===== src/viz_consts.svh =====
`ifndef VIZ_CONSTS_SVH
`define VIZ_CONSTS_SVH

// reduced raster so a run covers several frames
`define VIZ_H_TOTAL 400
`define VIZ_V_TOTAL 220
`define VIZ_H_ACTIVE 320
`define VIZ_V_ACTIVE 200

`define VIZ_VOICES 3

// bass drum ring
`define VIZ_BD_RADIUS 64
`define VIZ_BD_CX 80
`define VIZ_BD_CY 100

// snare square
`define VIZ_SD_WIDTH 64
`define VIZ_SD_CX 200
`define VIZ_SD_CY 60

// hi-hat star, extents as powers of two
`define VIZ_HH_WIDTH_POW 6
`define VIZ_HH_HEIGHT_POW 5
`define VIZ_HH_CX 260
`define VIZ_HH_CY 150

`define VIZ_DECAY_STEP 32
`define VIZ_LFSR_SEED 32'hFFFF_FFFF
`define VIZ_LFSR_TAPS 32'h04C1_1DB7

// position to pixel latency
`define VIZ_PIPE_DEPTH 4

`endif

===== src/viz_pkg.sv =====
`include "viz_consts.svh"

package viz_pkg;

  // grey level, also used for envelopes and shape outputs
  typedef logic [7:0] level_t;

  typedef struct packed {
    logic [10:0] h_count;
    logic [9:0]  v_count;
    logic        active_draw;
  } raster_pos_t;

  // one velocity shared by every voice struck in the same cycle
  typedef struct packed {
    logic [`VIZ_VOICES-1:0] strike;
    level_t                 velocity;
  } voice_trig_t;

endpackage


===== src/drum_viz_top.sv =====
`timescale 1ns/1ns
`include "viz_consts.svh"

module drum_viz_top (
  input  logic                 clk,
  input  logic                 rst,
  input  viz_pkg::voice_trig_t trig,
  output viz_pkg::level_t      pixel,
  output viz_pkg::raster_pos_t pos_out
);

  viz_pkg::raster_pos_t pos;
  viz_pkg::raster_pos_t pos_q [`VIZ_PIPE_DEPTH];
  logic                 frame_start;
  viz_pkg::level_t      env [`VIZ_VOICES-1:0];
  viz_pkg::level_t      intensity;

  video_timing u_timing (
    .clk        (clk),
    .rst        (rst),
    .pos        (pos),
    .frame_start(frame_start)
  );

  drum_envelope u_env (
    .clk        (clk),
    .rst        (rst),
    .trig       (trig),
    .frame_start(frame_start),
    .env        (env)
  );

  dry_gen u_dry (
    .clk      (clk),
    .rst      (rst),
    .pos      (pos),
    .env      (env),
    .intensity(intensity)
  );

  // position follows the pixel through the pipeline
  always_ff @(posedge clk) begin
    if (rst) begin
      for (int i = 0; i < `VIZ_PIPE_DEPTH; i++) begin
        pos_q[i] <= '0;
      end
    end else begin
      pos_q[0] <= pos;
      for (int i = 1; i < `VIZ_PIPE_DEPTH; i++) begin
        pos_q[i] <= pos_q[i-1];
      end
    end
  end

  assign pos_out = pos_q[`VIZ_PIPE_DEPTH-1];
  assign pixel   = pos_out.active_draw ? intensity : 8'd0;

  // nothing drawn outside the visible area
  a_blank: assert property (@(posedge clk) disable iff (rst)
    (pos_out.h_count >= `VIZ_H_ACTIVE || pos_out.v_count >= `VIZ_V_ACTIVE)
    |-> pixel == 8'd0);

endmodule


===== src/dry_gen.sv =====
`timescale 1ns/1ns
`include "viz_consts.svh"

module dry_gen (
  input  logic                 clk,
  input  logic                 rst,
  input  viz_pkg::raster_pos_t pos,
  input  viz_pkg::level_t      env [`VIZ_VOICES-1:0],
  output viz_pkg::level_t      intensity
);

  logic [31:0]     lfsr;
  viz_pkg::level_t noise;
  viz_pkg::level_t shape [`VIZ_VOICES-1:0];
  viz_pkg::level_t mix_in [`VIZ_VOICES-1:0];
  viz_pkg::level_t bd_d1;
  viz_pkg::level_t bd_d2;
  viz_pkg::level_t sd_d1;
  viz_pkg::level_t sd_d2;
  logic [17:0]     sum_full;
  logic [15:0]     sum_sat;

  always_ff @(posedge clk) begin
    if (rst) begin
      lfsr <= `VIZ_LFSR_SEED;
    end else begin
      lfsr <= (lfsr << 1) ^ ({32{lfsr[31]}} & `VIZ_LFSR_TAPS);
    end
  end

  assign noise = {lfsr[0], lfsr[5], lfsr[3], lfsr[7], lfsr[1], lfsr[4], lfsr[6], lfsr[2]};

  circle_hollow #(
    .RADIUS  (`VIZ_BD_RADIUS),
    .CENTER_X(`VIZ_BD_CX),
    .CENTER_Y(`VIZ_BD_CY)
  ) u_bd (
    .clk      (clk),
    .rst      (rst),
    .pos      (pos),
    .intensity(shape[0])
  );

  square_hollow_noise #(
    .WIDTH   (`VIZ_SD_WIDTH),
    .CENTER_X(`VIZ_SD_CX),
    .CENTER_Y(`VIZ_SD_CY)
  ) u_sd (
    .clk      (clk),
    .rst      (rst),
    .pos      (pos),
    .noise    (noise),
    .intensity(shape[1])
  );

  star_noise #(
    .WIDTH_POW (`VIZ_HH_WIDTH_POW),
    .HEIGHT_POW(`VIZ_HH_HEIGHT_POW),
    .CENTER_X  (`VIZ_HH_CX),
    .CENTER_Y  (`VIZ_HH_CY)
  ) u_hh (
    .clk      (clk),
    .rst      (rst),
    .pos      (pos),
    .noise    (noise),
    .intensity(shape[2])
  );

  // one-cycle shapes catch up with the star
  always_ff @(posedge clk) begin
    bd_d1 <= shape[0];
    bd_d2 <= bd_d1;
    sd_d1 <= shape[1];
    sd_d2 <= sd_d1;
  end

  assign mix_in[0] = bd_d2;
  assign mix_in[1] = sd_d2;
  assign mix_in[2] = shape[2];

  always_comb begin
    sum_full = '0;
    for (int i = 0; i < `VIZ_VOICES; i++) begin
      sum_full += env[i] * mix_in[i];
    end
    sum_sat = (sum_full > 18'h0FFFF) ? 16'hFFFF : sum_full[15:0];
  end

  always_ff @(posedge clk) begin
    intensity <= sum_sat[15:8];
  end

endmodule


===== src/star_noise.sv =====
`timescale 1ns/1ns

module star_noise #(
  parameter int WIDTH_POW  = 6,
  parameter int HEIGHT_POW = 5,
  parameter int CENTER_X   = 260,
  parameter int CENTER_Y   = 150
) (
  input  logic                 clk,
  input  logic                 rst,
  input  viz_pkg::raster_pos_t pos,
  input  viz_pkg::level_t      noise,
  output viz_pkg::level_t      intensity
);

  localparam int MIN_POW   = (WIDTH_POW < HEIGHT_POW) ? WIDTH_POW : HEIGHT_POW;
  localparam int X_SHFT    = 9 - WIDTH_POW;
  localparam int Y_SHFT    = 9 - HEIGHT_POW;
  localparam int XXYY_SHFT = 4 * MIN_POW - 16;
  localparam logic [10:0] CX = 11'(CENTER_X);
  localparam logic [9:0]  CY = 10'(CENTER_Y);

  logic [10:0]     x_dist;
  logic [9:0]      y_dist;
  logic [10:0]     x_d1;
  logic [10:0]     x_d2;
  logic [9:0]      y_d1;
  logic [9:0]      y_d2;
  logic [15:0]     x_sq;
  logic [15:0]     y_sq;
  logic [31:0]     xxyy;
  logic [31:0]     sum;
  viz_pkg::level_t next_intensity;

  assign x_dist = (pos.h_count > CX) ? pos.h_count - CX : CX - pos.h_count;
  assign y_dist = (pos.v_count > CY) ? pos.v_count - CY : CY - pos.v_count;

  // stages one and two
  always_ff @(posedge clk) begin
    x_d1 <= x_dist;
    y_d1 <= y_dist;
    x_sq <= x_dist[7:0] * x_dist[7:0];
    y_sq <= y_dist[7:0] * y_dist[7:0];
    x_d2 <= x_d1;
    y_d2 <= y_d1;
    xxyy <= x_sq * y_sq;
  end

  // 256 + noise - x - y - xxyy, clamped to 0..255
  always_comb begin
    sum = noise + 32'd256 - (x_d2 << X_SHFT) - (y_d2 << Y_SHFT) - (xxyy >> XXYY_SHFT);
    if (sum[31] || x_d2 >= (1 << WIDTH_POW) || y_d2 >= (1 << HEIGHT_POW)) begin
      next_intensity = '0;
    end else begin
      next_intensity = sum[8] ? 8'hFF : sum[7:0];
    end
  end

  always_ff @(posedge clk) begin
    if (rst) begin
      intensity <= '0;
    end else begin
      intensity <= next_intensity;
    end
  end

endmodule


===== src/square_hollow_noise.sv =====
`timescale 1ns/1ns

module square_hollow_noise #(
  parameter int WIDTH    = 64,
  parameter int CENTER_X = 200,
  parameter int CENTER_Y = 60
) (
  input  logic                 clk,
  input  logic                 rst,
  input  viz_pkg::raster_pos_t pos,
  input  viz_pkg::level_t      noise,
  output viz_pkg::level_t      intensity
);

  localparam int HALF = WIDTH / 2;
  localparam int SHFT = 9 - $clog2(WIDTH);
  localparam int BIAS = 255 - ((HALF - 1) << SHFT);
  localparam logic [10:0] CX = 11'(CENTER_X);
  localparam logic [9:0]  CY = 10'(CENTER_Y);

  logic [10:0]     x_dist;
  logic [10:0]     y_dist;
  logic [10:0]     cheb;
  viz_pkg::level_t ramp;

  assign x_dist = (pos.h_count > CX) ? pos.h_count - CX : CX - pos.h_count;
  assign y_dist = {1'b0, (pos.v_count > CY) ? pos.v_count - CY : CY - pos.v_count};

  // chebyshev distance, brightest at the edge
  assign cheb = (x_dist < y_dist) ? y_dist : x_dist;
  assign ramp = viz_pkg::level_t'((cheb << SHFT) + BIAS);

  always_ff @(posedge clk) begin
    if (rst) begin
      intensity <= '0;
    end else if (x_dist < HALF && y_dist < HALF) begin
      intensity <= (ramp > noise) ? ramp : noise;
    end else begin
      intensity <= '0;
    end
  end

endmodule


===== src/circle_hollow.sv =====
`timescale 1ns/1ns

module circle_hollow #(
  parameter int RADIUS   = 64,
  parameter int CENTER_X = 80,
  parameter int CENTER_Y = 100
) (
  input  logic                 clk,
  input  logic                 rst,
  input  viz_pkg::raster_pos_t pos,
  output viz_pkg::level_t      intensity
);

  localparam int RAD_SQ = RADIUS * RADIUS;
  localparam int SHFT   = $clog2(RAD_SQ) - 8;
  // lifts the rim to 255
  localparam int BIAS   = 255 - ((RAD_SQ - 1) >> SHFT);
  localparam logic [10:0] CX = 11'(CENTER_X);
  localparam logic [9:0]  CY = 10'(CENTER_Y);

  if (RADIUS < 16) begin : g_bad_radius
    $error("circle_hollow needs RADIUS of at least 16");
  end

  logic [10:0] x_dist;
  logic [9:0]  y_dist;
  logic [10:0] x_q;
  logic [9:0]  y_q;
  logic [16:0] rad_sq_q;

  assign x_dist = (pos.h_count > CX) ? pos.h_count - CX : CX - pos.h_count;
  assign y_dist = (pos.v_count > CY) ? pos.v_count - CY : CY - pos.v_count;

  always_ff @(posedge clk) begin
    if (rst) begin
      x_q      <= '0;
      y_q      <= '0;
      rad_sq_q <= '0;
    end else begin
      x_q      <= x_dist;
      y_q      <= y_dist;
      rad_sq_q <= x_dist[7:0] * x_dist[7:0] + y_dist[7:0] * y_dist[7:0];
    end
  end

  always_comb begin
    if (x_q >= RADIUS || y_q >= RADIUS || rad_sq_q >= RAD_SQ) begin
      intensity = '0;
    end else begin
      intensity = viz_pkg::level_t'((rad_sq_q >> SHFT) + BIAS);
    end
  end

endmodule


===== src/drum_envelope.sv =====
`timescale 1ns/1ns
`include "viz_consts.svh"

module drum_envelope (
  input  logic                 clk,
  input  logic                 rst,
  input  viz_pkg::voice_trig_t trig,
  input  logic                 frame_start,
  output viz_pkg::level_t      env [`VIZ_VOICES-1:0]
);

  localparam viz_pkg::level_t DECAY = `VIZ_DECAY_STEP;

  always_ff @(posedge clk) begin
    if (rst) begin
      for (int i = 0; i < `VIZ_VOICES; i++) begin
        env[i] <= '0;
      end
    end else begin
      for (int i = 0; i < `VIZ_VOICES; i++) begin
        // strike wins over decay
        if (trig.strike[i]) begin
          env[i] <= trig.velocity;
        end else if (frame_start) begin
          env[i] <= (env[i] > DECAY) ? env[i] - DECAY : '0;
        end
      end
    end
  end

  for (genvar g = 0; g < `VIZ_VOICES; g++) begin : g_chk
    a_no_rise: assert property (@(posedge clk) disable iff (rst)
      !trig.strike[g] |=> env[g] <= $past(env[g]));
  end

endmodule


===== src/video_timing.sv =====
`timescale 1ns/1ns
`include "viz_consts.svh"

module video_timing (
  input  logic                 clk,
  input  logic                 rst,
  output viz_pkg::raster_pos_t pos,
  output logic                 frame_start
);

  logic [10:0] h_next;
  logic [9:0]  v_next;
  logic        h_wrap;
  logic        v_wrap;

  always_comb begin
    h_wrap = (pos.h_count == `VIZ_H_TOTAL - 1);
    v_wrap = (pos.v_count == `VIZ_V_TOTAL - 1);
    h_next = h_wrap ? 11'd0 : pos.h_count + 11'd1;
    v_next = pos.v_count;
    if (h_wrap) begin
      v_next = v_wrap ? 10'd0 : pos.v_count + 10'd1;
    end
  end

  always_ff @(posedge clk) begin
    if (rst) begin
      pos.h_count     <= 11'd0;
      pos.v_count     <= 10'd0;
      pos.active_draw <= 1'b1;
      frame_start     <= 1'b0;
    end else begin
      pos.h_count     <= h_next;
      pos.v_count     <= v_next;
      pos.active_draw <= (h_next < `VIZ_H_ACTIVE) && (v_next < `VIZ_V_ACTIVE);
      // high in the cycle the position reads 0,0
      frame_start     <= h_wrap && v_wrap;
    end
  end

  a_h_range: assert property (@(posedge clk) disable iff (rst)
    pos.h_count < `VIZ_H_TOTAL);

endmodule


===== config.mk =====
export PLATFORM = sky130hd
export DESIGN_NAME = drum_viz_top
export DESIGN_NICKNAME = d
export VERILOG_FILES = /design/src/viz_pkg.sv /design/src/drum_viz_top.sv /design/src/dry_gen.sv /design/src/star_noise.sv /design/src/square_hollow_noise.sv /design/src/circle_hollow.sv /design/src/drum_envelope.sv /design/src/video_timing.sv
export VERILOG_INCLUDE_DIRS = /design/src
export SDC_FILE = /design/constraint.sdc
export NUM_CORES = 2
export LEC_CHECK = 0
export BUFFER_PORTS_ARGS = -buffer_cell sky130_fd_sc_hd__buf_2
export CORE_ASPECT_RATIO = 0.9
export CORE_MARGIN = 2
export CORE_UTILIZATION = 25
export CTS_BUF_LIST = sky130_fd_sc_hd__clkbuf_16
export DETAILED_ROUTE_END_ITERATION = 8
export HOLD_SLACK_MARGIN = 0.12
export PLACE_DENSITY = 0.49
export SYNTH_ARGS = -nofsm -noshare
export SYNTH_HDL_FRONTEND = slang
export SYNTH_HIERARCHICAL = 1
export SYNTH_SLANG_ARGS = --single-unit

===== constraint.sdc =====
create_clock -name clk -period 6.8 [get_ports clk]
set_clock_uncertainty 0.2 [all_clocks]
set_input_delay 0.68 -clock clk [delete_from_list [all_inputs] [get_ports clk]]
set_output_delay 0.68 -clock clk [all_outputs]
set_load 0.05 [all_outputs]

==> impl_metrics.json <==
{
  "multiInputGateArea_sq_um": 26000,
  "gp_congestion": 0.824,
  "p_per_area_nw_per_um2": 340,
  "r2r_cells": 23,
  "cts-root-buf": "clkbuf_16",
  "post-route-util_pct": 28.9,
  "seq_power_share_pct": 17.2,
  "layout.nets": 4930,
  "p_switching_mw": 6.24,
  "cp.depth": 23,
  "grt-ovfl-total": 0,
  "postCtsHoldBufs": 0,
  "period_share_pct": 96.7,
  "grt_pass1_vias": 26894,
  "setup_viol": 0,
  "synth_seq_cells": 343,
  "ff2ff_setup_slack_ps": 230,
  "slowest_delay_ps": 600,
  "critical_path_class": "flip-flop to flip-flop",
  "crit_path_end_kind": "flip-flop",
  "crit_slowest_cell": "or4b_2",
  "die_y_microns": 363,
  "fp-row-count": 131,
  "p_int_mw": 7.73,
  "setup_tns_ps": 0,
  "synth_top_area_cell": "fa_1",
  "finalHoldViolations": 0,
  "fill_cells": 14963,
  "synth_commonest_cells": "inv_1, fa_1, ha_1, dfxtp_1, nand2_1",
  "synthArstFlopShare_pct": 0,
  "min_path_cells": 0,
  "ys_seq_area_share_pct": 19.1,
  "synth.avg_cell_area_sq_um": 9.31,
  "coreArea_sq_um": 142000,
  "leakage_nw": 20.0,
  "critPathMostFrequentCell": "fa_1",
  "ys.warnings.count": 6,
  "cts_buffer_depth": 3,
  "h-tree-depth": 2,
  "sw_frac_of_total_pct": 44.7,
  "clkPwrFrac_pct": 17.8,
  "layout-drive-gt1-share_pct": 11.3,
  "yosysMostFrequentCell": "inv_1",
  "synth_top_area_share_pct": 26.4,
  "synth-edff-count": 0,
  "num_vias": 25354,
  "crit_path_start_kind": "flip-flop",
  "rsz0062_at_grt": "yes",
  "wl_per_cell_microns": 15.3,
  "track_usage_pct": 12.6,
  "regArea_sq_um": 6880,
  "path_cells": "inv_1 -> ha_1 -> and4bb_2 -> or3_1 -> a21oi_2 -> a221o_1 -> inv_2 -> nand2_1 -> fa_1 -> fa_1 -> inv_1 -> fa_1 -> fa_1 -> fa_1 -> inv_1 -> fa_1 -> inv_1 -> ha_1 -> o21ai_4 -> o21bai_4 -> a21oi_2 -> or4b_2 -> nand3_1",
  "clock-sinks": 343,
  "netlist_instances": 3851,
  "grt_first_pass_wirelength_microns": 148000,
  "relSlewSlack_pct": 40.5,
  "drv_cap": 0,
  "clkTransAtPathRegs_ps": 70,
  "worstHoldPathType": "flip-flop to flip-flop",
  "worstSkewPairLatency_ps": 590,
  "crit_arrival_ps": 6920,
  "status": "finished, final reports clean",
  "crit_buf_inv": 5,
  "die_w_microns": 403,
  "io_buffers": 42,
  "die_area_sq_um": 147000,
  "area_delta_synth_final_pct": 14.5,
  "grt_max_degree": 153,
  "synth.distinct_cells": 114,
  "drt_iter0_markers": 1172,
  "pwr-share-comb_pct": 65.0,
  "slew_viol_final": 0,
  "routed_wl_microns": 90400,
  "boundaryPins": 43,
  "ys_top_cells_by_area": "fa_1, dfxtp_1, ha_1, inv_1, and2_1",
  "cp.required_ps": 7140,
  "dr.pass1.iters": 5,
  "tightest_slew_ps": 891,
  "drc": 0,
  "fin_ws_ps": 226,
  "ir_drop_mv": 0.541,
  "synth_ff_type": "dfxtp_1",
  "fin_crit_ps": 6570,
  "timing.fmax_mhz": 152,
  "syn_area_sq_um": 35900,
  "cts_tree": "yes",
  "critPathTopFamily": "adder cells",
  "cts_buffers": 43,
  "grt_antenna_before_repair": 2,
  "ant_nets": 0,
  "initial_core_util_pct": 25.2,
  "critical_path.max_fanout": 4,
  "post-place-ws_ps": -2.90,
  "dpl.hpwl_microns": 73800,
  "num_antenna_cells": 0,
  "power_mw": 14.0,
  "via_per_inst": 4.28
}
## state kept, by name (all words and copies together) (netlist names)
signal,cells
u_dry/u_hh/x_d1,10
u_dry/sd_d1,8
u_dry/intensity,8
u_dry/u_hh/intensity,8
u_dry/u_bd/x_q,5
u_dry/u_hh/x_d2,11
u_dry/lfsr,32
u_dry/sd_d2,8
u_timing/pos,22
u_dry/u_hh/y_d1,9
u_dry/bd_d2,8
u_env/env,24
u_dry/bd_d1,8
u_dry/u_sd/intensity,8
u_dry/u_hh/xxyy,28
u_dry/u_bd/rad_sq_q,13
u_timing/frame_start,1
pos_q,88
u_dry/u_bd/y_q,4
u_dry/u_hh/y_d2,10
u_dry/u_hh/x_sq,15
u_dry/u_hh/y_sq,15
## layout by cell type, fill, tap and decap left out, types with 27 or more instances in the layout
master / synthesis / final
clkbuf_16: 0 / 44
buf_4: 4 / 170
inv_1: 733 / 729
xnor2_1: 107 / 103
a21o_1: 35 / 35
ha_1: 416 / 413
dfxtp_1: 343 / 338
and2_1: 291 / 291
nor2b_1: 117 / 117
a211oi_1: 30 / 28
o21ai_0: 49 / 44
nand2_1: 296 / 293
nand2b_1: 27 / 27
nand3_1: 40 / 40
or2_2: 36 / 36
fa_1: 473 / 472
a21oi_1: 116 / 113
nor2_1: 196 / 192
xor2_1: 43 / 43
nor3_1: 47 / 46
buf_2: 17 / 41
## timing repair
item / CTS / global route
setup endpoints to repair: 1 / 21
buffers inserted: 0 / 6
pin swaps: 0 / 23
resized for setup: 1 / 51
cloned: 0 / 0
## worst reg2reg max path: stages (launching register included)
cell	delay [ps]
dfxtp_2	330
inv_1	50
ha_1	220
and4bb_2	290
or3_1	330
a21oi_2	140
a221o_1	170
inv_2	60
nand2_1	70
fa_1	460
fa_1	550
inv_1	50
fa_1	560
fa_1	460
fa_1	540
inv_1	50
fa_1	530
inv_1	40
ha_1	360
o21ai_4	110
o21bai_4	170
a21oi_2	80
or4b_2	610
nand3_1	100
## path summary, 6_finish.rpt
check / end / from
hold reg to reg: u_dry/sd_d2[0]$_DFF_P_ / u_dry/sd_d1[0]$_DFF_P_
setup / recovery: u_dry/u_bd/rad_sq_q[13]$_SDFF_PP0_ / u_timing/pos[11]$_SDFF_PP0_
setup reg to reg: u_dry/u_bd/rad_sq_q[13]$_SDFF_PP0_ / u_timing/pos[11]$_SDFF_PP0_
hold / removal: u_dry/sd_d2[0]$_DFF_P_ / u_dry/sd_d1[0]$_DFF_P_
## power by group through the flow
stage	Sequential [mW]	Combinational [mW]	Clock [mW]
floorplan	2.37	6.46	0
global placement	2.45	8.89	0
detailed placement	2.45	8.92	0
CTS	2.41	9.01	2.58
global route	2.42	10.4	2.65
finish	2.41	9.08	2.49
## metal layers
layer	share of wire, %	vias to the layer above	track usage, %
met5	0.010	-	0
li1	-	12507	-
met2	45	365	20.9
met1	49	12395	17.7
met3	3.7	85	1.51
met4	1.9	2	2.65
## logic make-up after synthesis
group,count (synthesis),synth area share (%)
flops,343,19.1
compound gates,425,8.64
buf+inv,837,9.11
fa+ha+maj,889,40.9
other cells,2,0.0209
xor+xnor,156,3.97
simple gates,1170,17.2
mux,29,0.991
## final cells by class
| cell class | count | share of cell area (%) |
|---|---|---|
| sequential | 343 | 16.7 |
| clock buffer | 44 | 2.68 |
| inverter | 743 | 6.79 |
| timing repair buffer | 215 | 3.74 |
| tap | 1862 | 5.67 |
| multi-input combinational | 2682 | 63.4 |
| clock inverter | 35 | 1.02 |
## per-stage QoR
stage / cells / hold slack, ps / cell area, sq um
after detailed placement: 5839 / 112 / 39300
after global placement: 5839 / 113 / 39300
after floorplan: 3862 / 110 / 35900
final: 5924 / 123 / 41100
after global routing: 5924 / 130 / 41100
after CTS: 5918 / 126 / 40800
Power figures use the tool's default switching activity.
